==> src/rtl/trs_video_pkg.sv <==
`default_nettype none

package trs_video_pkg;

   // vector types
   typedef logic [7:0]  byte_t;        // bus data, display codes, glyph rows
   typedef logic [6:0]  char_code_t;   // glyph RAM index
   typedef logic [6:0]  col_t;         // 0-99
   typedef logic [2:0]  sub_x_t;       // pixel within char
   typedef logic [4:0]  row_t;         // 0-21
   typedef logic [4:0]  sub_y_t;       // scan line within row, 0-23
   typedef logic [9:0]  dsp_addr_t;    // row*64 + col
   typedef logic [9:0]  glyph_addr_t;  // code*8 + glyph row
   typedef logic [11:0] wb_addr_t;

   // bus slave FSM
   typedef enum logic [1:0] {
      BUS_IDLE,
      BUS_ACK,
      BUS_DONE
   } bus_state_t;

   // 640x480 raster in 8x24 cells
   localparam int COLS_TOTAL     = 100;  // 80 active
   localparam int LINES_PER_ROW  = 24;
   localparam int ROWS_TOTAL     = 22;
   localparam int LAST_ROW_LINES = 21;   // 21*24 + 21 = 525 lines

   // centring of the 64x16 text window
   localparam int DSP_COL_OFS = 8;
   localparam int DSP_ROW_OFS = 2;
   localparam int DSP_COLS    = 64;
   localparam int DSP_ROWS    = 16;

   // sync compare points, {col, sub_x} and {row, sub_y}
   localparam logic [9:0] HSYNC_ON       = {7'd82, 3'd2};
   localparam logic [9:0] HSYNC_OFF      = {7'd94, 3'd2};
   localparam logic [9:0] VSYNC_ON_LINE  = {5'd20, 5'd9};
   localparam logic [9:0] VSYNC_OFF_LINE = {5'd20, 5'd11};

   // bus address map
   localparam wb_addr_t WB_DSP_BASE   = 12'h000;  // 1k display RAM
   localparam wb_addr_t WB_CTRL_ADDR  = 12'h400;  // video control
   localparam wb_addr_t WB_GLYPH_BASE = 12'h800;  // 1k glyph RAM

   // control register bits
   localparam int CTRL_INVVIDE_BIT = 0;  // inverse video
   localparam int CTRL_MODSEL_BIT  = 1;  // 32 column mode

endpackage

`default_nettype wire
==> src/rtl/trs_video_timing.sv <==
`default_nettype none

module trs_video_timing (
   input  wire logic                 vga_clk,
   input  wire logic                 arst_n,
   output trs_video_pkg::col_t       col,
   output trs_video_pkg::sub_x_t     sub_x,
   output trs_video_pkg::row_t       row,
   output trs_video_pkg::sub_y_t     sub_y,
   output logic                      dsp_act,
   output logic                      h_sync,
   output logic                      v_sync
);

   trs_video_pkg::col_t dsp_col;  // column inside text window
   trs_video_pkg::row_t dsp_row;
   logic                line_end;
   logic                frame_end;

   assign line_end  = (sub_x == 3'd7) &&
                      (col == trs_video_pkg::col_t'(trs_video_pkg::COLS_TOTAL - 1));
   // last row is short, 21 lines
   assign frame_end = (row == trs_video_pkg::row_t'(trs_video_pkg::ROWS_TOTAL - 1)) &&
                      (sub_y == trs_video_pkg::sub_y_t'(trs_video_pkg::LAST_ROW_LINES - 1));

   // nested counters, pixel -> column -> scan line -> row
   always_ff @(posedge vga_clk or negedge arst_n)
   begin
      if (!arst_n)
      begin
         sub_x <= '0;
         col   <= '0;
         sub_y <= '0;
         row   <= '0;
      end
      else
      begin
         sub_x <= sub_x + 3'd1;  // wraps at 8
         if (sub_x == 3'd7)
         begin
            if (line_end)
            begin
               col <= '0;
               if (frame_end)
               begin
                  sub_y <= '0;
                  row   <= '0;
               end
               else if (sub_y == trs_video_pkg::sub_y_t'(trs_video_pkg::LINES_PER_ROW - 1))
               begin
                  sub_y <= '0;
                  row   <= row + 5'd1;
               end
               else
                  sub_y <= sub_y + 5'd1;
            end
            else
               col <= col + 7'd1;
         end
      end
   end

   // offsets wrap negative to large values, so one compare each
   assign dsp_col = col - trs_video_pkg::col_t'(trs_video_pkg::DSP_COL_OFS);
   assign dsp_row = row - trs_video_pkg::row_t'(trs_video_pkg::DSP_ROW_OFS);
   assign dsp_act = (dsp_col < trs_video_pkg::col_t'(trs_video_pkg::DSP_COLS)) &&
                    (dsp_row < trs_video_pkg::row_t'(trs_video_pkg::DSP_ROWS));

   // registered syncs, 96 clocks of h_sync and two lines of v_sync
   always_ff @(posedge vga_clk or negedge arst_n)
   begin
      if (!arst_n)
      begin
         h_sync <= 1'b0;
         v_sync <= 1'b0;
      end
      else
      begin
         if ({col, sub_x} == trs_video_pkg::HSYNC_ON)
            h_sync <= 1'b1;
         else if ({col, sub_x} == trs_video_pkg::HSYNC_OFF)
            h_sync <= 1'b0;

         if ({row, sub_y} == trs_video_pkg::VSYNC_ON_LINE)
            v_sync <= 1'b1;
         else if ({row, sub_y} == trs_video_pkg::VSYNC_OFF_LINE)
            v_sync <= 1'b0;
      end
   end

endmodule

`default_nettype wire

==> config.mk <==
export PLATFORM = sky130hd
export DESIGN_NAME = trs_video_timing
export DESIGN_NICKNAME = d
export VERILOG_FILES = /design/src/rtl/trs_video_pkg.sv /design/src/rtl/trs_video_timing.sv
export SDC_FILE = /design/constraint.sdc
export NUM_CORES = 1
export LEC_CHECK = 0
export ABC_AREA = 1
export BUFFER_PORTS_ARGS = -buffer_cell sky130_fd_sc_hd__buf_4
export CAP_MARGIN = 20
export CORE_MARGIN = 5
export CORE_UTILIZATION = 58
export CTS_CLUSTER_SIZE = 40
export DETAILED_ROUTE_END_ITERATION = 7
export PLACE_DENSITY = 0.84
export RECOVER_POWER = 25
export SLEW_MARGIN = 20
export SYNTH_ARGS = -nofsm -noshare
export SYNTH_HDL_FRONTEND = slang
export SYNTH_SLANG_ARGS = --single-unit
==> constraint.sdc <==
create_clock -name vga_clk -period 2.6 [get_ports vga_clk]
set_input_delay 0.26 -clock vga_clk [delete_from_list [all_inputs] [get_ports vga_clk]]
set_output_delay 0.26 -clock vga_clk [all_outputs]
set_load 0.1 [all_outputs]
==> metrics.txt, run 1 <==
outcome complete, no violations; adder-cell share of the synthesized area ~8.5%; ANT cells 0; critical path type flop to output port; Synth Area in Simple Gates 35.8%; Synth Cell Area roughly 1300 um^2; worst path required time 2340 ps; CP Launch Type flop; largest family of logic cells by synthesized area simple AND/OR/NAND/NOR gates; die width between 50 and 60 um; Final Max Slew Viols 0; Synth Area per Inst about 8.1 um^2; Compound-Gate Fraction of Synth Area ~3.3%; clock network fraction of total power 30.3%; Synth cell types 27; Hold Startpoint h_sync; area leader, netlist dfrtp_1; RSZ-0062 raised after global routing false; Worst setup EP type output port; Setup Buffers After CTS 0; net switching power between 0.0001 and 0.00015 W; Core Footprint roughly 2200 um^2; Hold EP h_sync; iteration-0 DRC count of the detailed router 25; reg-to-reg critical path endpoint col[0]; slowest CP cell dfrtp_1; Nets 201; # rows 17; clock skew between 10 and 15 ps; worst min path class flop to flop; Reg power frac between 60% and 70%; wirelength, routed roughly 2800 um; async set or reset register ratio after synthesis between 90% and 100%; Final WS setup around 740 ps; R2R Path Start sub_x[0]; ratio of final minimum period to clock period a little under three quarters; clock root cell clkbuf_4; area of the die roughly 3300 um^2; worst hold stages 2; Primary FF master, synth dfrtp_1; Tmin final around 1900 ps; sequential fraction of the synthesis area a little over two fifths; delay of the slowest critical-path stage 510 ps; Total GRT Usage between 10% and 20%; Critical Path AT around 1600 ps; synthesis-stage register bit count 22; Cells after DPL roughly 210; GP Congestion roughly 0.88; setup violators final 0; Synth Area in XOR/XNOR between 2 and 3%; crit-path cells nor3_1, xor2_1, nor2_2, buf_4; Comb pwr share roughly 1.5%; Yosys top cell area share approximately two fifths; HPWL Detailed 2090 um; DRT Pass-1 Iters 4; worst skew pair latency between 300 and 400 ps; antenna violations before repair 0; cell count after synthesis 162; VDD IR-drop max around 360 uV; vias per cell just over 5; IO Count 25; synth cell count leaders 42 x nand2_1, 22 x dfrtp_1, 18 x inv_1; total gr overflow 0; worst-case clock buffer depth 2; R2R setup slack 1000 ps; remaining antenna violation count 0; Power Total 0.000502 W; Synth Warn # 0; Clk pin slew, worst setup/hold paths approximately 120 ps; Fin. Hold Viols 0; Starting Density 60.3%; Relative slew margins between 20% and 30%; max_cap viols 0; vias in the first global route about 1100; TritonCTS Buffers 3; Post-synth EDFFs 0; Layout area overhead 17.3%; maximum fanout along the worst path 10; total number of clock tree sinks 22; first-pass GRT wire length between 4000 and 5000 um; post-route insts no fill around 220; Hold WS roughly 500 ps; Sw Share 20.8%; drt wl/cell ~13 um; IO buf count 24; Net Count, Synth about 170; Pint 0.000397 W; largest net degree at the start of global routing 23; Power Dens Cells 324 nW/um^2; leakage power total 0.827 nW; TNS Setup 0 ps; Place WS roughly 1000 ps; CTS H-Tree Depth 1; share of layout cells above drive strength 1 24.5%; post-synthesis mux area share 0.853%; DR DRC count 0; chip height around 58 um; top post-synthesis cells by area dfrtp_1 42%, nand2_1 12%, ha_1 8.5%; worst r2r path cells 7; count leader, synth nand2_1; Least-Margin Pin Slew around 1200 ps; CTS tree built; fmax 539 MHz; via count about 1100
-- sequential cells by signal, summed over array words and instances, names as in the netlist --
name,flops
col,7
row,5
sub_y,5
sub_x,3
h_sync,1
v_sync,1
-- through the flow --
step	util [%]	instance area, um^2
floorplan	-	1320
global placement	69.3	1520
detailed placement	69.3	1520
CTS	70.8	1550
global route	70.6	1550
finish	70.6	1550
-- logic make-up (layout without fill, tap and decap cells) --
logic type	after synthesis	in the layout
and+or+nand+nor	96	96
AOI/OAI and AO/OA	8	8
buffers and inverters	22	48
muxes	1	1
adders and majority gates	9	9
xor gates and xnor gates	4	4
DFF	22	22
-- power groups by stage --
| stage | clock [W] | sequential, W | combinational [W] |
|---|---|---|---|
| CTS | 0.000154 | 0.000342 | 0.00000910 |
| floorplan | 0 | 0.000349 | 0.000000000405 |
| global placement | 0 | 0.000349 | 0.00000778 |
| detailed placement | 0 | 0.000349 | 0.00000801 |
| finish | 0.000152 | 0.000342 | 0.00000778 |
| global route | 0.000170 | 0.000342 | 0.00000942 |
-- per-layer routing --
metal	GRT usage (%)	up-vias	part of all wire, %
met3	2.23	5	4.3
met2	30.3	22	49
li1	-	569	-
met4	6.62	0	1.3
met5	0	-	0
met1	23.8	527	45
-- worst max-delay path, delay by kind of cell, from the launching register on --
kind	cells	cell delay, ps
and+or+nand+nor	2	370
buffers and inverters	1	290
xor gates and xnor gates	1	120
DFF	1	510
-- layout make-up --
class,instances,area (um^2)
sequential,22,551
fill,184,643
multi-input combinational,118,678
timing repair buffer,25,186
tap,28,35.0
clock buffer,3,22.5
inverter,20,75.1
-- timing repair --
action	4_1_cts	5_1_grt
resized for setup	0	0
endpoints found under the hold margin	22	0
hold buffers	1	0
-- worst max path at each step --
stage,startpoint,endpoint,cells after the start
after floorplan,row[2],dsp_act,4
final,row[2],dsp_act,4
after detailed placement,sub_x[0],row[4],7
after CTS,row[2],dsp_act,4
after global routing,row[2],dsp_act,4
after global placement,sub_x[1],col[0],7
-- layout by cell type (no fill, tap or decap) --
master and instances:
nand2_1 42, buf_4 23, dfrtp_1 22, inv_1 18
nor2_1 16, nand4_1 10, ha_1 9, nand3_1 7
nand2_2 5, nor2_2 4, nor3_1 3, xor2_1 3
a21oi_1 3, o21ai_0 3, clkbuf_4 3, nor2_4 2
nand2_4 2, nand3_2 2, xnor2_1 1, clkinv_1 1
o21ai_2 1, nor3_2 1, inv_2 1, nand3b_1 1
mux2_2 1, or2_2 1, o21ai_1 1, dlygate4sd3_1 1
clkbuf_1 1
Note: power is estimated with default switching activity, not from simulation.
==> run 2: changes to the inputs <==
ABC_AREA = 0   (was 1)
CORE_UTILIZATION = 53   (was 58)
PLACE_DENSITY = 0.78   (was 0.84)
clock period = 1.8 ns   (was 2.6 ns; I/O delays follow)
==> metrics.txt, run 2 <==
Yosys top cell area share 44.9% (was 41.7%); number of flip-flops in the largest register 7 (unchanged); chip height 58.1 um (was 57.7 um); Comb pwr share 1.5% (about the same); CP Launch Type flop (unchanged); Critical Path AT 1570 ps (was 1600 ps); vias per cell 5.83 (was 5.20); Tmin final between 1500 and 2000 ps; Power Dens Cells 447 nW/um^2 (was 324 nW/um^2); ratio of final minimum period to clock period 97.0%; Starting Density 55.4% (was 60.3%); GP Congestion 0.833 (was 0.883); largest net degree at the start of global routing 23 (unchanged); Post-synth EDFFs 0 (unchanged); Nets 175 (was 201); Net Count, Synth 131 (was 173); count leader, synth dfrtp_1 (was nand2_1); setup violators final 0 (unchanged); Synth cell types 37 (was 27); total number of clock tree sinks 22 (unchanged); clock root cell clkbuf_4 (unchanged); clock network fraction of total power 36.0% (was 30.3%); area of the die 3380 um^2 (was 3330 um^2); post-route insts no fill 191 (was 216); synth cell count leaders 22 x dfrtp_1, 10 x nand2_1, 9 x ha_1 (was 42 x nand2_1, 22 x dfrtp_1, 18 x inv_1); IO Count 25 (unchanged); # rows 17 (unchanged); Pint 0.000620 W (was 0.000397 W); Synth Cell Area 1230 um^2 (was 1320 um^2); antenna violations before repair 0 (unchanged); leakage power total 0.793 nW (was 0.827 nW); Synth Warn # 0 (unchanged); Primary FF master, synth dfrtp_1 (unchanged); worst min path class flop to flop (unchanged); VDD IR-drop max 437 uV (was 356 uV); critical path type flop to output port (unchanged); fmax between 500 and 600 MHz; worst path required time 1620 ps (was 2340 ps); CTS H-Tree Depth 1 (unchanged); Total GRT Usage 20.5% (was 18.1%); async set or reset register ratio after synthesis 100% (unchanged); Sw Share 21.5% (was 20.8%); Cells after DPL 182 (was 212); DR DRC count 0 (unchanged); Core Footprint 2210 um^2 (was 2190 um^2); most frequent cells in the layout 41 x buf_4, 15 x dfrtp_2, 9 x nand2_1, 6 x ha_1 (was 42 x nand2_1, 23 x buf_4, 22 x dfrtp_1, 18 x inv_1, 16 x nor2_1); vias in the first global route 1088 (was 1094); Reg with most FFs col (unchanged); IO buf count 24 (unchanged); via count 1113 (was 1123); ANT cells 0 (unchanged); CTS tree built (unchanged); area leader, netlist dfrtp_1 (unchanged); area of the multi-input gates 749 um^2 (was 678 um^2); synthesis-stage register bit count 22 (unchanged); first-pass GRT wire length 5200 um (was 4820 um); Least-Margin Pin Slew 1190 ps (was 1170 ps); net switching power 0.000170 W (was 0.000104 W); Relative slew margins 20.9% (was 22.1%); TritonCTS Buffers 3 (unchanged); Largest regs col: 7 flops, row: 5 flops, sub_y: 5 flops (unchanged); post-route cell area 1770 um^2 (was 1550 um^2); Reg power frac 62.5% (was 68.2%); Clk pin slew, worst setup/hold paths 130 ps (was 120 ps); Synth Area per Inst 10.2 um^2 (was 8.15 um^2); Final Max Slew Viols 0 (unchanged); top post-synthesis cells by area dfrtp_1 45%, ha_1 9.2%, o21ai_0 3.3% (was dfrtp_1 42%, nand2_1 12%, ha_1 8.5%); die width 58.1 um (was 57.7 um); total gr overflow 0 (unchanged); worst skew pair latency 320 ps (was 310 ps); Fin. Hold Viols 0 (unchanged); Layout area overhead 44.2% (was 17.3%); Post-Place Cell Area 1610 um^2 (was 1520 um^2); clock skew 8.51 ps (was 10.7 ps); register area 584 um^2 (was 551 um^2); DRT Pass-1 Iters 4 (unchanged); Layout fillers 149 (was 184); sequential fraction of the synthesis area 44.9% (was 41.7%); max_cap viols 0 (unchanged); drt wl/cell 16.3 um (was 12.8 um); wirelength, routed 3120 um (was 2770 um); most common cell after layout, fill and taps aside buf_4 (was nand2_1); iteration-0 DRC count of the detailed router 32 (was 25); remaining antenna violation count 0 (unchanged); worst-case clock buffer depth 2 (unchanged); outcome complete, no violations (unchanged); cell count after synthesis 120 (was 162); Worst setup EP type output port (unchanged); Hold WS 519 ps (was 487 ps); maximum fanout along the worst path 7 (was 10); HPWL Detailed 2200 um (was 2090 um); share of layout cells above drive strength 1 52.8% (was 24.5%)
-- run 2: cell types whose count changed in the layout (fill, tap and decap cells not counted), sizes merged, moves of 4 or more --
cell / before / now
nand4: 10 / 3
nand3: 9 / 4
o21ai: 5 / 9
inv: 19 / 7
nand2: 49 / 10
buf: 23 / 42
nor2: 22 / 4
-- run 2: final cells by class --
type | count | share of cell area (%)
Multi-Input combinational cell | 86 | 42.4
Timing Repair Buffer | 44 | 19.0
Inverter | 7 | 1.49
Clock buffer | 4 | 2.05
Sequential cell | 22 | 33.1
Tap cell | 28 | 1.98
-- run 2: worst max-delay path, stage by stage (launching register included) --
cell and delay (ps):
dfrtp_2 410, buf_4 170, nor3_4 230, xor2_2 110, nor2_4 120, buf_8 200
-- run 2: power groups by stage --
| stage | registers [W] | logic (W) | clock network (W) |
|---|---|---|---|
| detailed placement | 0.000504 | 0.0000115 | 0 |
| finish | 0.000494 | 0.0000115 | 0.000284 |
| floorplan | 0.000504 | 0.000000000284 | 0 |
| global placement | 0.000504 | 0.0000116 | 0 |
| CTS | 0.000494 | 0.0000132 | 0.000292 |
| global route | 0.000494 | 0.0000135 | 0.000313 |
-- run 2: worst paths after layout --
check | start | end | slack (ps) | cells past startpoint
worst max-delay path | col[3] | dsp_act | 50 | 5
max in group asynchronous | arst_n | row[0] | 340 | 2
worst min-delay path | v_sync | v_sync | 520 | 1
worst min register to register | v_sync | v_sync | 520 | 1
worst max register to register | col[4] | row[3] | 80 | 4
min in group asynchronous | arst_n | row[1] | 610 | 2
-- run 2: metrics by stage --
stage	setup slack (ps)	utilization (%)	setup TNS [ps]	power, W
after CTS	-34.6	75.8	-34.6	0.000799
final	54.2	79.9	0	0.000790
after floorplan	-338	-	-1510	0.000504
after global routing	-41.5	79.9	-46.1	0.000821
after global placement	0.819	72.6	0	0.000515
after detailed placement	-31.4	72.6	-48.1	0.000515
-- run 2: logic make-up after synthesis --
group / synth area share, %
AND/OR/NAND/NOR: 21.6
AO/OA/AOI/OAI: 12.8
flip-flops: 44.9
buffers and inverters: 5.31
adder cells (fa/ha/maj): 9.18
XOR/XNOR: 3.57
multiplexers: 2.65
-- run 2: timing repair --
action / CTS / global route
buffers inserted: 0 / 4
resized for setup: 4 / 14
endpoints found under the hold margin: 22 / 0
pin swaps: 1 / 6
setup endpoints to repair: 5 / 7
hold buffers: 1 / 0
-- run 2: per-layer routing --
metal | track usage (%) | vias to the layer above | part of all wire, % | wire length [um]
met5 | 0 | - | 0 | 0
met4 | 9.60 | 0 | 2.5 | 78
met3 | 3.12 | 7 | 4.2 | 132
met2 | 31.9 | 32 | 48 | 1510
met1 | 28.0 | 541 | 45 | 1400
li1 | - | 533 | - | -
