`src/rtl/trs_video_pkg.sv`:
```
`default_nettype none

package trs_video_pkg;

   // vector types
   typedef logic [7:0]  byte_t;        // bus data, display codes, glyph rows
   typedef logic [6:0]  char_code_t;   // glyph RAM index
   typedef logic [6:0]  col_t;         // 0-99
   typedef logic [2:0]  sub_x_t;       // pixel within char
   typedef logic [4:0]  row_t;         // 0-21
   typedef logic [4:0]  sub_y_t;       // scan line within row, 0-23
   typedef logic [9:0]  dsp_addr_t;    // row*64 + col
   typedef logic [9:0]  glyph_addr_t;  // code*8 + glyph row
   typedef logic [11:0] wb_addr_t;

   // bus slave FSM
   typedef enum logic [1:0] {
      BUS_IDLE,
      BUS_ACK,
      BUS_DONE
   } bus_state_t;

   // 640x480 raster in 8x24 cells
   localparam int COLS_TOTAL     = 100;  // 80 active
   localparam int LINES_PER_ROW  = 24;
   localparam int ROWS_TOTAL     = 22;
   localparam int LAST_ROW_LINES = 21;   // 21*24 + 21 = 525 lines

   // centring of the 64x16 text window
   localparam int DSP_COL_OFS = 8;
   localparam int DSP_ROW_OFS = 2;
   localparam int DSP_COLS    = 64;
   localparam int DSP_ROWS    = 16;

   // sync compare points, {col, sub_x} and {row, sub_y}
   localparam logic [9:0] HSYNC_ON       = {7'd82, 3'd2};
   localparam logic [9:0] HSYNC_OFF      = {7'd94, 3'd2};
   localparam logic [9:0] VSYNC_ON_LINE  = {5'd20, 5'd9};
   localparam logic [9:0] VSYNC_OFF_LINE = {5'd20, 5'd11};

   // bus address map
   localparam wb_addr_t WB_DSP_BASE   = 12'h000;  // 1k display RAM
   localparam wb_addr_t WB_CTRL_ADDR  = 12'h400;  // video control
   localparam wb_addr_t WB_GLYPH_BASE = 12'h800;  // 1k glyph RAM

   // control register bits
   localparam int CTRL_INVVIDE_BIT = 0;  // inverse video
   localparam int CTRL_MODSEL_BIT  = 1;  // 32 column mode

endpackage

`default_nettype wire
```
`src/rtl/trs_char_render.sv`:
```
`default_nettype none

module trs_char_render (
   input  wire logic                    vga_clk,
   input  wire logic                    arst_n,
   input  wire trs_video_pkg::col_t     col,
   input  wire trs_video_pkg::sub_x_t   sub_x,
   input  wire trs_video_pkg::row_t     row,
   input  wire trs_video_pkg::sub_y_t   sub_y,
   input  wire logic                    dsp_act,
   input  wire trs_video_pkg::byte_t    dsp_rdata,
   input  wire trs_video_pkg::byte_t    glyph_rdata,
   input  wire logic                    invvide,
   input  wire logic                    modsel,
   output trs_video_pkg::dsp_addr_t     dsp_raddr,
   output trs_video_pkg::glyph_addr_t   glyph_raddr,
   output logic                         pixel_data
);

   localparam trs_video_pkg::sub_x_t LATCH_SX = 3'd2;  // code back from display RAM
   localparam trs_video_pkg::sub_x_t LOAD_SX  = 3'd4;  // glyph row back, load shifter

   trs_video_pkg::col_t        txt_col;     // text column, window relative
   trs_video_pkg::row_t        txt_row;
   trs_video_pkg::char_code_t  fetch_code;  // glyph index of the fetched code
   trs_video_pkg::byte_t       code_q;
   trs_video_pkg::sub_y_t      line_q;
   trs_video_pkg::byte_t       glyph_row;
   trs_video_pkg::byte_t       pattern;
   trs_video_pkg::byte_t       shift_q;
   logic                       col_act;
   logic                       act_q;
   logic                       is_block;

   assign txt_col = col - trs_video_pkg::col_t'(trs_video_pkg::DSP_COL_OFS);
   assign txt_row = row - trs_video_pkg::row_t'(trs_video_pkg::DSP_ROW_OFS);
   assign col_act = modsel ? ~txt_col[0] : 1'b1;  // double wide, even cols only

   // display read runs all slot long, data valid from sub_x 1
   assign dsp_raddr = {txt_row[3:0], txt_col[5:0]};

   // glyph read straight off the code, each glyph row drawn twice
   assign fetch_code  = dsp_rdata[6:0];
   assign glyph_raddr = {fetch_code, sub_y[3:1]};

   // latch code and scan line for pattern forming
   always_ff @(posedge vga_clk)
   begin
      if (sub_x == LATCH_SX)
      begin
         code_q <= dsp_rdata;
         line_q <= sub_y;
      end
   end

   always_ff @(posedge vga_clk or negedge arst_n)
   begin
      if (!arst_n)
         act_q <= 1'b0;
      else if (sub_x == LATCH_SX)
         act_q <= dsp_act && col_act;
   end

   // 0x80-0xbf are 2x3 blocks unless inverse video is on
   assign is_block  = (code_q[7:6] == 2'b10) && !invvide;
   assign glyph_row = line_q[4] ? 8'h00 : glyph_rdata;  // glyph lines 8-11 blank

   always_comb
   begin
      if (is_block)
      begin
         case (line_q[4:3])  // band of 4 glyph lines
            2'b00:   pattern = {{4{code_q[0]}}, {4{code_q[1]}}};
            2'b01:   pattern = {{4{code_q[2]}}, {4{code_q[3]}}};
            2'b10:   pattern = {{4{code_q[4]}}, {4{code_q[5]}}};
            default: pattern = 8'h00;  // no such band
         endcase
      end
      else
         pattern = glyph_row ^ {8{code_q[7] & invvide}};  // bit 7 inverts
   end

   // pixel shifter, msb first
   // in 32 column mode load falls on an even sub_x, so it lines up with the shift
   always_ff @(posedge vga_clk or negedge arst_n)
   begin
      if (!arst_n)
         shift_q <= '0;
      else if ((sub_x == LOAD_SX) && act_q)
         shift_q <= pattern;
      else if (!modsel || !sub_x[0])
         shift_q <= {shift_q[6:0], 1'b0};  // zeros fill the border
   end

   assign pixel_data = shift_q[7];

endmodule

`default_nettype wire

```
`config.mk`:
```
export PLATFORM = sky130hd
export DESIGN_NAME = trs_char_render
export DESIGN_NICKNAME = d
export VERILOG_FILES = /design/src/rtl/trs_video_pkg.sv /design/src/rtl/trs_char_render.sv
export SDC_FILE = /design/constraint.sdc
export NUM_CORES = 1
export LEC_CHECK = 0
export BUFFER_PORTS_ARGS = -buffer_cell sky130_fd_sc_hd__buf_2
export CORE_MARGIN = 2
export CORE_UTILIZATION = 48
export CTS_CLUSTER_DIAMETER = 60
export DETAILED_ROUTE_END_ITERATION = 16
export PLACE_DENSITY = 0.86
export SETUP_SLACK_MARGIN = 0.15
export SLEW_MARGIN = 40
export SYNTH_ARGS = -nofsm -noshare
export SYNTH_HDL_FRONTEND = slang
export SYNTH_SLANG_ARGS = --single-unit
```
`constraint.sdc`:
```
create_clock -name vga_clk -period 2 [get_ports vga_clk]
set_input_delay 0.2 -clock vga_clk [delete_from_list [all_inputs] [get_ports vga_clk]]
set_output_delay 0.2 -clock vga_clk [all_outputs]
set_load 0.02 [all_outputs]
```
==> reports/metrics.csv, run 1 <==
metric;value;unit
CP endpoint kind;flip-flop;
HPWL Detailed;1780;um
cts repair resizes;0;
DR pass1 iterations;4;
share of cells above drive strength 1;37.1;%
post-synthesis cell area;1170;um^2
Routed WL per cell;12.3;um
clk root buf;clkbuf_4;
Initial Util;51.8;%
worst path arrival time;1.64;ns
Sequential Power Share;55.0;%
largest net degree at the start of global routing;20;
Final ANT Viol Nets;0;
Vias;952;
Yosys top cell by area;edfxtp_1;
Slew @ Worst Pin;0.482;ns
top post-synthesis cells by area;edfxtp_1, dfrtp_1, buf_4;
final design area excluding fillers;1350;um^2
Clock transition at path regs;0.11;ns
Final setup viols;0;
RSZ-0062 raised after global routing;no;
slew margin rel.;67.9;%
DIE HEIGHT;53.3;um
Max Cap Violations;0;
Mapped Cells;115;
DIE AREA;2840;um^2
PortBufs;48;
Fin. Hold Viols;0;
Ports;62;
Worst IR Drop VDD;0.429;mV
drt total wl;2200;um
Die X;53.3;um
initial antenna violation count;0;
GRT overflow;0;
Unique masters post-synth;27;
final slew viol count;0;
DR DRC count;0;
clk_skew;0.00246;ns
GR Util All Layers;17.4;%
fin crit period;1.46;ns
worst skew pair latency;0.30;ns
P_sw;243;uW
Syn. warnings;0;
CTS Buf Count;3;
Internal;601;uW
clk buf depth;2;
diodes inserted;0;
achievable clock frequency;684;MHz
Placed Instance Area;1310;um^2
Final Cycle Share;73.1;%
Seq cells post-synth;19;
setup tns final;0;ns
Slowest-stage cell, CP;edfxtp_1;
CTS H-Tree Depth;1;
Crit Path Class;flip-flop to flip-flop;
Leak;0.000656;uW
first-pass GRT wire length;3560;um
crit path cell chain;nor2b_1, a21boi_1, a211oi_1, o22ai_1;
Layout Nets;195;
power share of the clock group;22.7;%
clock sink total;19;
syn nets;158;
vias in the first global route;882;
sequential area share after synthesis;45.0;%
Core Region;2250;um^2
gpl congestion;0.703;
Gate power share;22.3;%
mean number of vias per cell;5.32;
Row Count;17;
initial DRC count;18;
area added between synthesis and finish;15.8;%
startpoint class of the critical path;flip-flop;
Syn Area/Cell;10.2;um^2
status;completed;
CTS tree;yes;
Synth top area share;25.7;%
required time of the worst setup path;2.18;ns
critical path fanouts, max;19;
pwr dens;625;nW/um^2
slowest cell delay on critical path;0.66;ns
Hold Crit Class;primary input to flip-flop;
sw frac;28.8;%
-- routing by layer --
| layer | part of all wire [%] | global-route usage (%) |
|---|---|---|
| met1 | 39 | 19.3 |
| met2 | 53 | 32.1 |
| met3 | 7.2 | 3.67 |
| met4 | 0.82 | 6.41 |
| met5 | 0 | 0 |
-- stage by stage --
step | power, uW | hold slack [ns] | worst slack, ns | util (%) | instances
after floorplan | 613 | -0.0956 | 0.473 | - | 115
after global placement | 651 | 0.0514 | 0.624 | 58.3 | 174
after detailed placement | 661 | 0.0556 | 0.573 | 58.3 | 174
after CTS | 854 | 0.0610 | 0.548 | 59.9 | 179
after global routing | 896 | 0.0573 | 0.387 | 59.9 | 179
final | 845 | 0.0684 | 0.538 | 59.9 | 179
-- cell families (layout without fill, tap and decap cells) --
group	after synthesis	in the layout	synth area share, %
AOI/OAI and AO/OA	36	36	19.4
buffers and inverters	33	69	16.5
and+or+nand+nor	20	20	12.9
DFF	19	19	45.0
muxes	3	3	2.57
adders and majority gates	2	2	2.14
xor gates and xnor gates	2	2	1.50
-- cells in the final DEF, fill, tap and decap left out, types with 2 or more instances in the layout --
master	instances
a22oi_1	13
o21ai_0	2
edfxtp_1	10
xor2_1	2
ha_1	2
inv_1	15
mux2i_1	3
nand3b_1	2
nand4b_1	7
dfrtp_1	9
clkbuf_4	3
nand2_1	4
buf_2	48
o21ai_1	16
-- area by class of cell --
cell class / instances / area (um^2)
inverters: 15 / 56.3
multi-input cells: 63 / 449
fillers: 221 / 903
well taps: 28 / 35.0
clock buffers: 3 / 22.5
repair buffers: 50 / 258
flip-flops and latches: 19 / 526
clock inverters: 1 / 5.00
-- sequential cells by signal, summed over array words and instances (netlist names) --
name,cells
line_q,2
shift_q,8
act_q,1
code_q,8
-- cell usage after synthesis --
cell type and count:
a211oi_1 1, a21boi_1 1, a21oi_2 1, a22oi_1 13, and2_1 1, and3b_1 1, buf_4 16, buf_6 1
clkbuf_2 1, dfrtp_1 9, edfxtp_1 10, ha_1 2, inv_1 15, mux2i_1 3, nand2_1 4, nand2b_1 1
nand3_1 1, nand3b_1 2, nand4b_1 7, nor2b_1 1, nor3b_1 1, nor3b_4 1, o21ai_0 2, o21ai_1 16
o21ai_2 1, o22ai_1 1, xor2_1 2
-- power by group through the flow --
stage	Combinational, uW	Clock (uW)	Sequential [uW]
global placement	180	0	471
detailed placement	187	0	474
CTS	190	199	465
floorplan	141	0	471
finish	188	192	465
global route	210	217	469
-- critical path: cells and delay by family (launching register included) --
kind	cells	cell delay, ns
AOI/OAI and AO/OA	3	0.57
DFF	1	0.66
and+or+nand+nor	1	0.12
-- final timing paths --
kind                                        start                     end  slack, ns  depth (start not counted)
min in group asynchronous                  arst_n  shift_q[7]$_DFFE_PN0P_       0.26                          2
setup / recovery              line_q[4]$_DFFE_PN_  shift_q[7]$_DFFE_PN0P_       0.54                          4
hold reg to reg            shift_q[0]$_DFFE_PN0P_  shift_q[0]$_DFFE_PN0P_       0.50                          2
hold / removal                           sub_y[4]     line_q[4]$_DFFE_PN_       0.07                          1
max in group asynchronous                  arst_n  shift_q[6]$_DFFE_PN0P_       1.57                          2
setup reg to reg              line_q[4]$_DFFE_PN_  shift_q[7]$_DFFE_PN0P_       0.54                          4
-- what timing repair did --
item,CTS,global route
endpoints found under the hold margin,9,0
hold buffers,1,0
setup endpoints to repair,0,0
setup buffers,0,0
(Power assumes the default switching activity.)
==> inputs of run 2 (changes only) <==
CORE_UTILIZATION = 40   (was 48)
PLACE_DENSITY = 0.76   (was 0.86)
clock period = 1.2 ns   (was 2 ns; I/O delays follow)
==> run 2 against run 1 <==
Effect of this change: the run now ends with negative setup slack left; cell count rose by 11%; maximum frequency grew 16%; non-clock buffer count up 16; power grew 72%; largest cell class unchanged; sequential share of layout area is 5.2 points lower; cell area rose by 15%; largest power group unchanged; via count rose by 7.9%.
==> reports/metrics.csv, run 2 (synthesis gave the netlist of run 1 again) <==
metric;value;unit;change
Slew @ Worst Pin;0.299;ns;-0.182 ns
achievable clock frequency;795;MHz;+16%
Crit Path Class;flip-flop to flip-flop;;
Final Power;1450;uW;+72%
Max Cap Violations;0;;unchanged
CTS Buf Count;3;;unchanged
Worst IR Drop VDD;0.706;mV;+64%
Final ANT Viol Nets;0;;unchanged
gpl congestion;0.742;;+5.6%
# placed instances;183;;+5.2%
slew margin rel.;80.0;%;+12 points
reg2reg start;line_q[4]$_DFFE_PN_;;
worst path arrival time;1.48;ns;-0.16 ns
power share of the clock group;21.0;%;-1.7 points
Row Count;19;;+2
Leak;0.000738;uW;+12%
most frequent cells in the layout;buf_2, inv_1, o21ai_1;;
clock sink total;19;;unchanged
drt total wl;2360;um;+6.9%
failing checks;negative setup slack;;
initial antenna violation count;0;;unchanged
Placed Instance Area;1370;um^2;+4.1%
first-pass GRT wire length;3710;um;+4.1%
mean number of vias per cell;5.19;;-2.5%
diodes inserted;0;;unchanged
RSZ-0062 raised after global routing;yes;;
initial DRC count;18;;unchanged
P_sw;402;uW;+65%
Clock transition at path regs;0.10;ns;about the same
Final WS setup;-0.0571;ns;-0.595 ns
Core Util, Final;56.5;%;-3.4 points
Final setup viols;8;;+8
Gate power share;26.1;%;+3.8 points
Fin. Hold Viols;0;;unchanged
DIE HEIGHT;58.0;um;+8.8%
commonest non-fill, non-tap cell in the layout;buf_2;;
share of cells above drive strength 1;43.7;%;+6.6 points
Layout Cells excl Fill;198;;+11%
final slew viol count;0;;unchanged
Hold Crit Class;primary input to flip-flop;;
Fill cells;229;;+3.6%
Internal;1050;uW;+75%
Final Cycle Share;105;%;+32 points
fin crit period;1.26;ns;-0.205 ns
clk root buf;clkbuf_4;;
Core Region;2760;um^2;+22%
RR Endpoint;shift_q[7]$_DFFE_PN0P_;;
Routed WL per cell;11.9;um;-3.4%
GR Util All Layers;14.0;%;-3.4 points
CTS tree;yes;;
clk_skew;0.00453;ns;+0.00207 ns
FF-to-FF setup slack;-0.06;ns;-0.60 ns
largest net degree at the start of global routing;13;;-35%
worst skew pair latency;0.29;ns;about the same
clk buf depth;2;;unchanged
DR pass1 iterations;5;;+1
PortBufs;48;;unchanged
HPWL Detailed;1810;um;+1.4%
Reg2Reg Depth;4;;unchanged
GRT overflow;0;;unchanged
Largest regs;code_q: 8 flops, shift_q: 8 flops, line_q: 2 flops;;
pwr dens;932;nW/um^2;+49%
Initial Util;42.3;%;-9.4 points
required time of the worst setup path;1.42;ns;-0.76 ns
vias in the first global route;916;;+3.9%
Sequential Power Share;52.9;%;-2.1 points
DIE AREA;3370;um^2;+18%
Vias;1027;;+7.9%
startpoint class of the critical path;flip-flop;;
area added between synthesis and finish;33.5;%;
critical path fanouts, max;7;;-12
CP endpoint kind;flip-flop;;
Die X;58.0;um;+8.8%
CTS H-Tree Depth;1;;unchanged
final design area excluding fillers;1560;um^2;+15%
Ports;62;;unchanged
launch point of the worst path;line_q[4]$_DFFE_PN_;;
sw frac;27.7;%;-1.2 points
worst setup path end;shift_q[7]$_DFFE_PN0P_;;
DR DRC count;0;;unchanged
status;complete, but fails checks;;
Layout Nets;211;;+8.2%
run 2: cell count changes in the layout (fill, tap and decap cells not counted), moves of 2 or more:
cell,change
a22oi_1,-3
a22oi_2,+3
buf_4,+4
buf_6,+4
dlygate4sd3_1,+8
o21ai_1,-3
o21ai_2,+2
run 2: area by class of cell:
cell class,count,area [um^2],area share (%)
inverter,15,56.3,3.61
sequential,19,526,33.7
clock buffer,4,26.3,1.69
multi-input combinational,63,499,32.0
tap,31,38.8,2.49
timing repair buffer,66,413,26.5
run 2: how the worst min path moves through the flow:
stage | start | cells after the start | endpoint
finish | dsp_rdata[0] | 1 | code_q[0]$_DFFE_PN_
CTS | dsp_rdata[4] | 1 | code_q[4]$_DFFE_PN_
global route | dsp_rdata[0] | 1 | code_q[0]$_DFFE_PN_
detailed placement | arst_n | 1 | shift_q[7]$_DFFE_PN0P_
global placement | arst_n | 1 | shift_q[7]$_DFFE_PN0P_
floorplan | arst_n | 0 | act_q$_DFFE_PN0N_
run 2: critical path, stage by stage (launching register included):
cell      delay [ns]
edfxtp_1        0.53
buf_6           0.19
o21ai_4         0.20
a211oi_2        0.10
o22ai_1         0.16
run 2: power groups by stage:
stage	Clock, uW	Combinational [uW]	Sequential, uW
2_1_floorplan	0	236	785
3_3_place_gp	0	322	780
3_5_place_dp	0	330	783
4_1_cts	317	356	769
5_1_grt	350	416	775
6_report	304	379	769
run 2: metal layers:
layer / vias up / global-route usage (%) / routed length, um
met3: 8 / 4.69 / 157
met4: 0 / 2.66 / 24
met5: - / 0 / 0
li1: 505 / - / -
met2: 43 / 25.6 / 1300
met1: 471 / 15.8 / 874
run 2: through the flow:
stage | setup slack, ns | hold WS, ns | TNS (ns)
after global routing | -0.113 | 0.000274 | -0.828
after detailed placement | -0.130 | -0.0230 | -0.518
after floorplan | 0.0554 | -0.176 | 0
after global placement | -0.0658 | -0.0262 | -0.243
after CTS | -0.0518 | 0.00486 | -0.222
final | -0.0571 | 0.0160 | -0.203
run 2: repair_timing:
item                       CTS  global route
resized for setup           10             6
pin swaps                    6             4
setup buffers                2             0
hold endpoints to repair    11             6
setup endpoints to repair    8             8
hold buffers                 3             6
==> inputs of run 3 (changes only) <==
RECOVER_POWER = 50   (was not set)
==> run 3 against run 2 <==
Effect of this change: the run still ends with negative setup slack left; combinational power down 1%; register-to-register slack is essentially flat; count of clock-buffer cells in the layout is the same; via count down 0.88%.
==> reports/metrics.csv, run 3 (synthesis gave the netlist of run 1 again) <==
metric;value;unit;change
Final Power;1450;uW;-0.39%
FF-to-FF setup slack;-0.06;ns;about the same
status;complete, but fails checks;;
DIE HEIGHT;58.0;um;unchanged
DR pass1 iterations;5;;unchanged
slew margin rel.;69.7;%;-10 points
RSZ-0062 raised after global routing;yes;;
Hold Crit Endpoint;code_q[0]$_DFFE_PN_;;
mean number of vias per cell;5.14;;-0.88%
Final setup viols;8;;unchanged
Row Count;19;;unchanged
Initial Util;42.3;%;unchanged
pwr dens;936;nW/um^2;+0.50%
clk buf depth;2;;unchanged
critical path fanouts, max;8;;+1
Final Cycle Share;105;%;+0.61 points
Hold Crit Class;primary input to flip-flop;;
startpoint class of the critical path;flip-flop;;
clk_skew;0.00486;ns;+0.000322 ns
Final WS setup;-0.0644;ns;-0.00727 ns
Clock transition at path regs;0.10;ns;about the same
Reg2Reg Depth;4;;unchanged
Core Region;2760;um^2;unchanged
Routed WL per cell;11.9;um;-0.21%
Max Cap Violations;0;;unchanged
drt total wl;2350;um;-0.21%
most frequent cells in the layout;buf_2, inv_1, o21ai_1;;
Vias;1018;;-0.88%
Largest regs;code_q: 8 flops, shift_q: 8 flops, line_q: 2 flops;;
worst skew pair latency;0.29;ns;about the same
initial DRC count;19;;+1
DIE AREA;3370;um^2;unchanged
Leak;0.000707;uW;-4.1%
reg2reg start;code_q[7]$_DFFE_PN_;;
Worst IR Drop VDD;0.703;mV;-0.41%
CTS tree;yes;;
diodes inserted;0;;unchanged
GR Util All Layers;14.0;%;unchanged
Die X;58.0;um;unchanged
Ports;62;;unchanged
DR DRC count;0;;unchanged
CTS H-Tree Depth;1;;unchanged
Core Util, Final;56.0;%;-0.50 points
Final ANT Viol Nets;0;;unchanged
failing checks;negative setup slack;;
required time of the worst setup path;1.38;ns;-0.04 ns
HPWL Detailed;1810;um;unchanged
hold path depth;1;;unchanged
achievable clock frequency;791;MHz;-0.58%
initial antenna violation count;0;;unchanged
RR Endpoint;shift_q[7]$_DFFE_PN0P_;;
worst hold start;dsp_rdata[0];;
largest net degree at the start of global routing;13;;unchanged
PortBufs;48;;unchanged
vias in the first global route;916;;unchanged
GRT overflow;0;;unchanged
Slew @ Worst Pin;0.455;ns;+0.155 ns
final slew viol count;0;;unchanged
CTS Buf Count;3;;unchanged
clock sink total;19;;unchanged
clk root buf;clkbuf_4;;
Fin. Hold Viols;0;;unchanged
gpl congestion;0.742;;unchanged
share of cells above drive strength 1;37.1;%;-6.6 points
fin crit period;1.26;ns;+0.00727 ns
CP endpoint kind;flip-flop;;
commonest non-fill, non-tap cell in the layout;buf_2;;
Layout Nets;211;;unchanged
Crit Path Class;flip-flop to flip-flop;;
worst path arrival time;1.44;ns;-0.04 ns
area added between synthesis and finish;32.4;%;
first-pass GRT wire length;3710;um;unchanged
Fill cells;236;;+3.1%
==> run 3: cell types whose count changed in the layout (fill, tap and decap cells not counted), sizes merged <==
cell,delta
clkbuf,+11
buf,-11
==> run 3: report_power, final <==
group / internal [uW] / total [uW] / switching (uW)
Combinational: 176 / 374 / 199
Clock: 129 / 304 / 174
Sequential: 740 / 769 / 28.3
==> run 3: cell type report <==
cell class | count | area (um^2) | share of cell area (%)
Timing Repair Buffer | 66 | 399 | 25.8
Inverter | 15 | 56.3 | 3.64
Sequential cell | 19 | 526 | 34.0
Tap cell | 31 | 38.8 | 2.51
Clock buffer | 4 | 26.3 | 1.70
Multi-Input combinational cell | 63 | 499 | 32.3
==> run 3: routing by layer <==
metal	global-route usage, %	routed length, um
met1	15.8	871
met2	25.6	1300
met3	4.69	155
met4	2.66	24
met5	0	0
==> run 3: worst max-delay path by stage <==
stage / from / to / slack (ns) / depth (start not counted)
2_1_floorplan: line_q[4]$_DFFE_PN_ / shift_q[4]$_DFFE_PN0P_ / 0.06 / 4
3_3_place_gp: line_q[4]$_DFFE_PN_ / shift_q[7]$_DFFE_PN0P_ / -0.07 / 4
3_5_place_dp: line_q[4]$_DFFE_PN_ / shift_q[7]$_DFFE_PN0P_ / -0.13 / 4
4_1_cts: line_q[4]$_DFFE_PN_ / shift_q[6]$_DFFE_PN0P_ / -0.05 / 4
5_1_grt: line_q[4]$_DFFE_PN_ / shift_q[1]$_DFFE_PN0P_ / -0.11 / 5
6_report: code_q[7]$_DFFE_PN_ / shift_q[7]$_DFFE_PN0P_ / -0.06 / 4
==> run 3: what timing repair did <==
item / CTS / global route
setup buffers: 2 / 0
endpoints found under the setup margin: 8 / 8
hold endpoints to repair: 11 / 6
hold buffers: 3 / 6
pin swaps: 6 / 4
gates resized for setup: 10 / 6
==> run 3: per-stage QoR <==
step	worst slack (ns)	hold WS [ns]	cells	setup TNS, ns	instance area (um^2)
final	-0.0644	0.0198	198	-0.213	1550
after global routing	-0.113	0.00282	198	-0.828	1550
after CTS	-0.0518	0.00486	192	-0.222	1470
after detailed placement	-0.130	-0.0230	183	-0.518	1370
after global placement	-0.0658	-0.0262	183	-0.243	1370
after floorplan	0.0554	-0.176	115	0	1170
==> run 3: worst max-delay path: stages, from the launching register on <==
cell,delay [ns]
edfxtp_1,0.41
nand2_1,0.27
o21ai_0,0.17
a211oi_2,0.19
o22ai_1,0.11
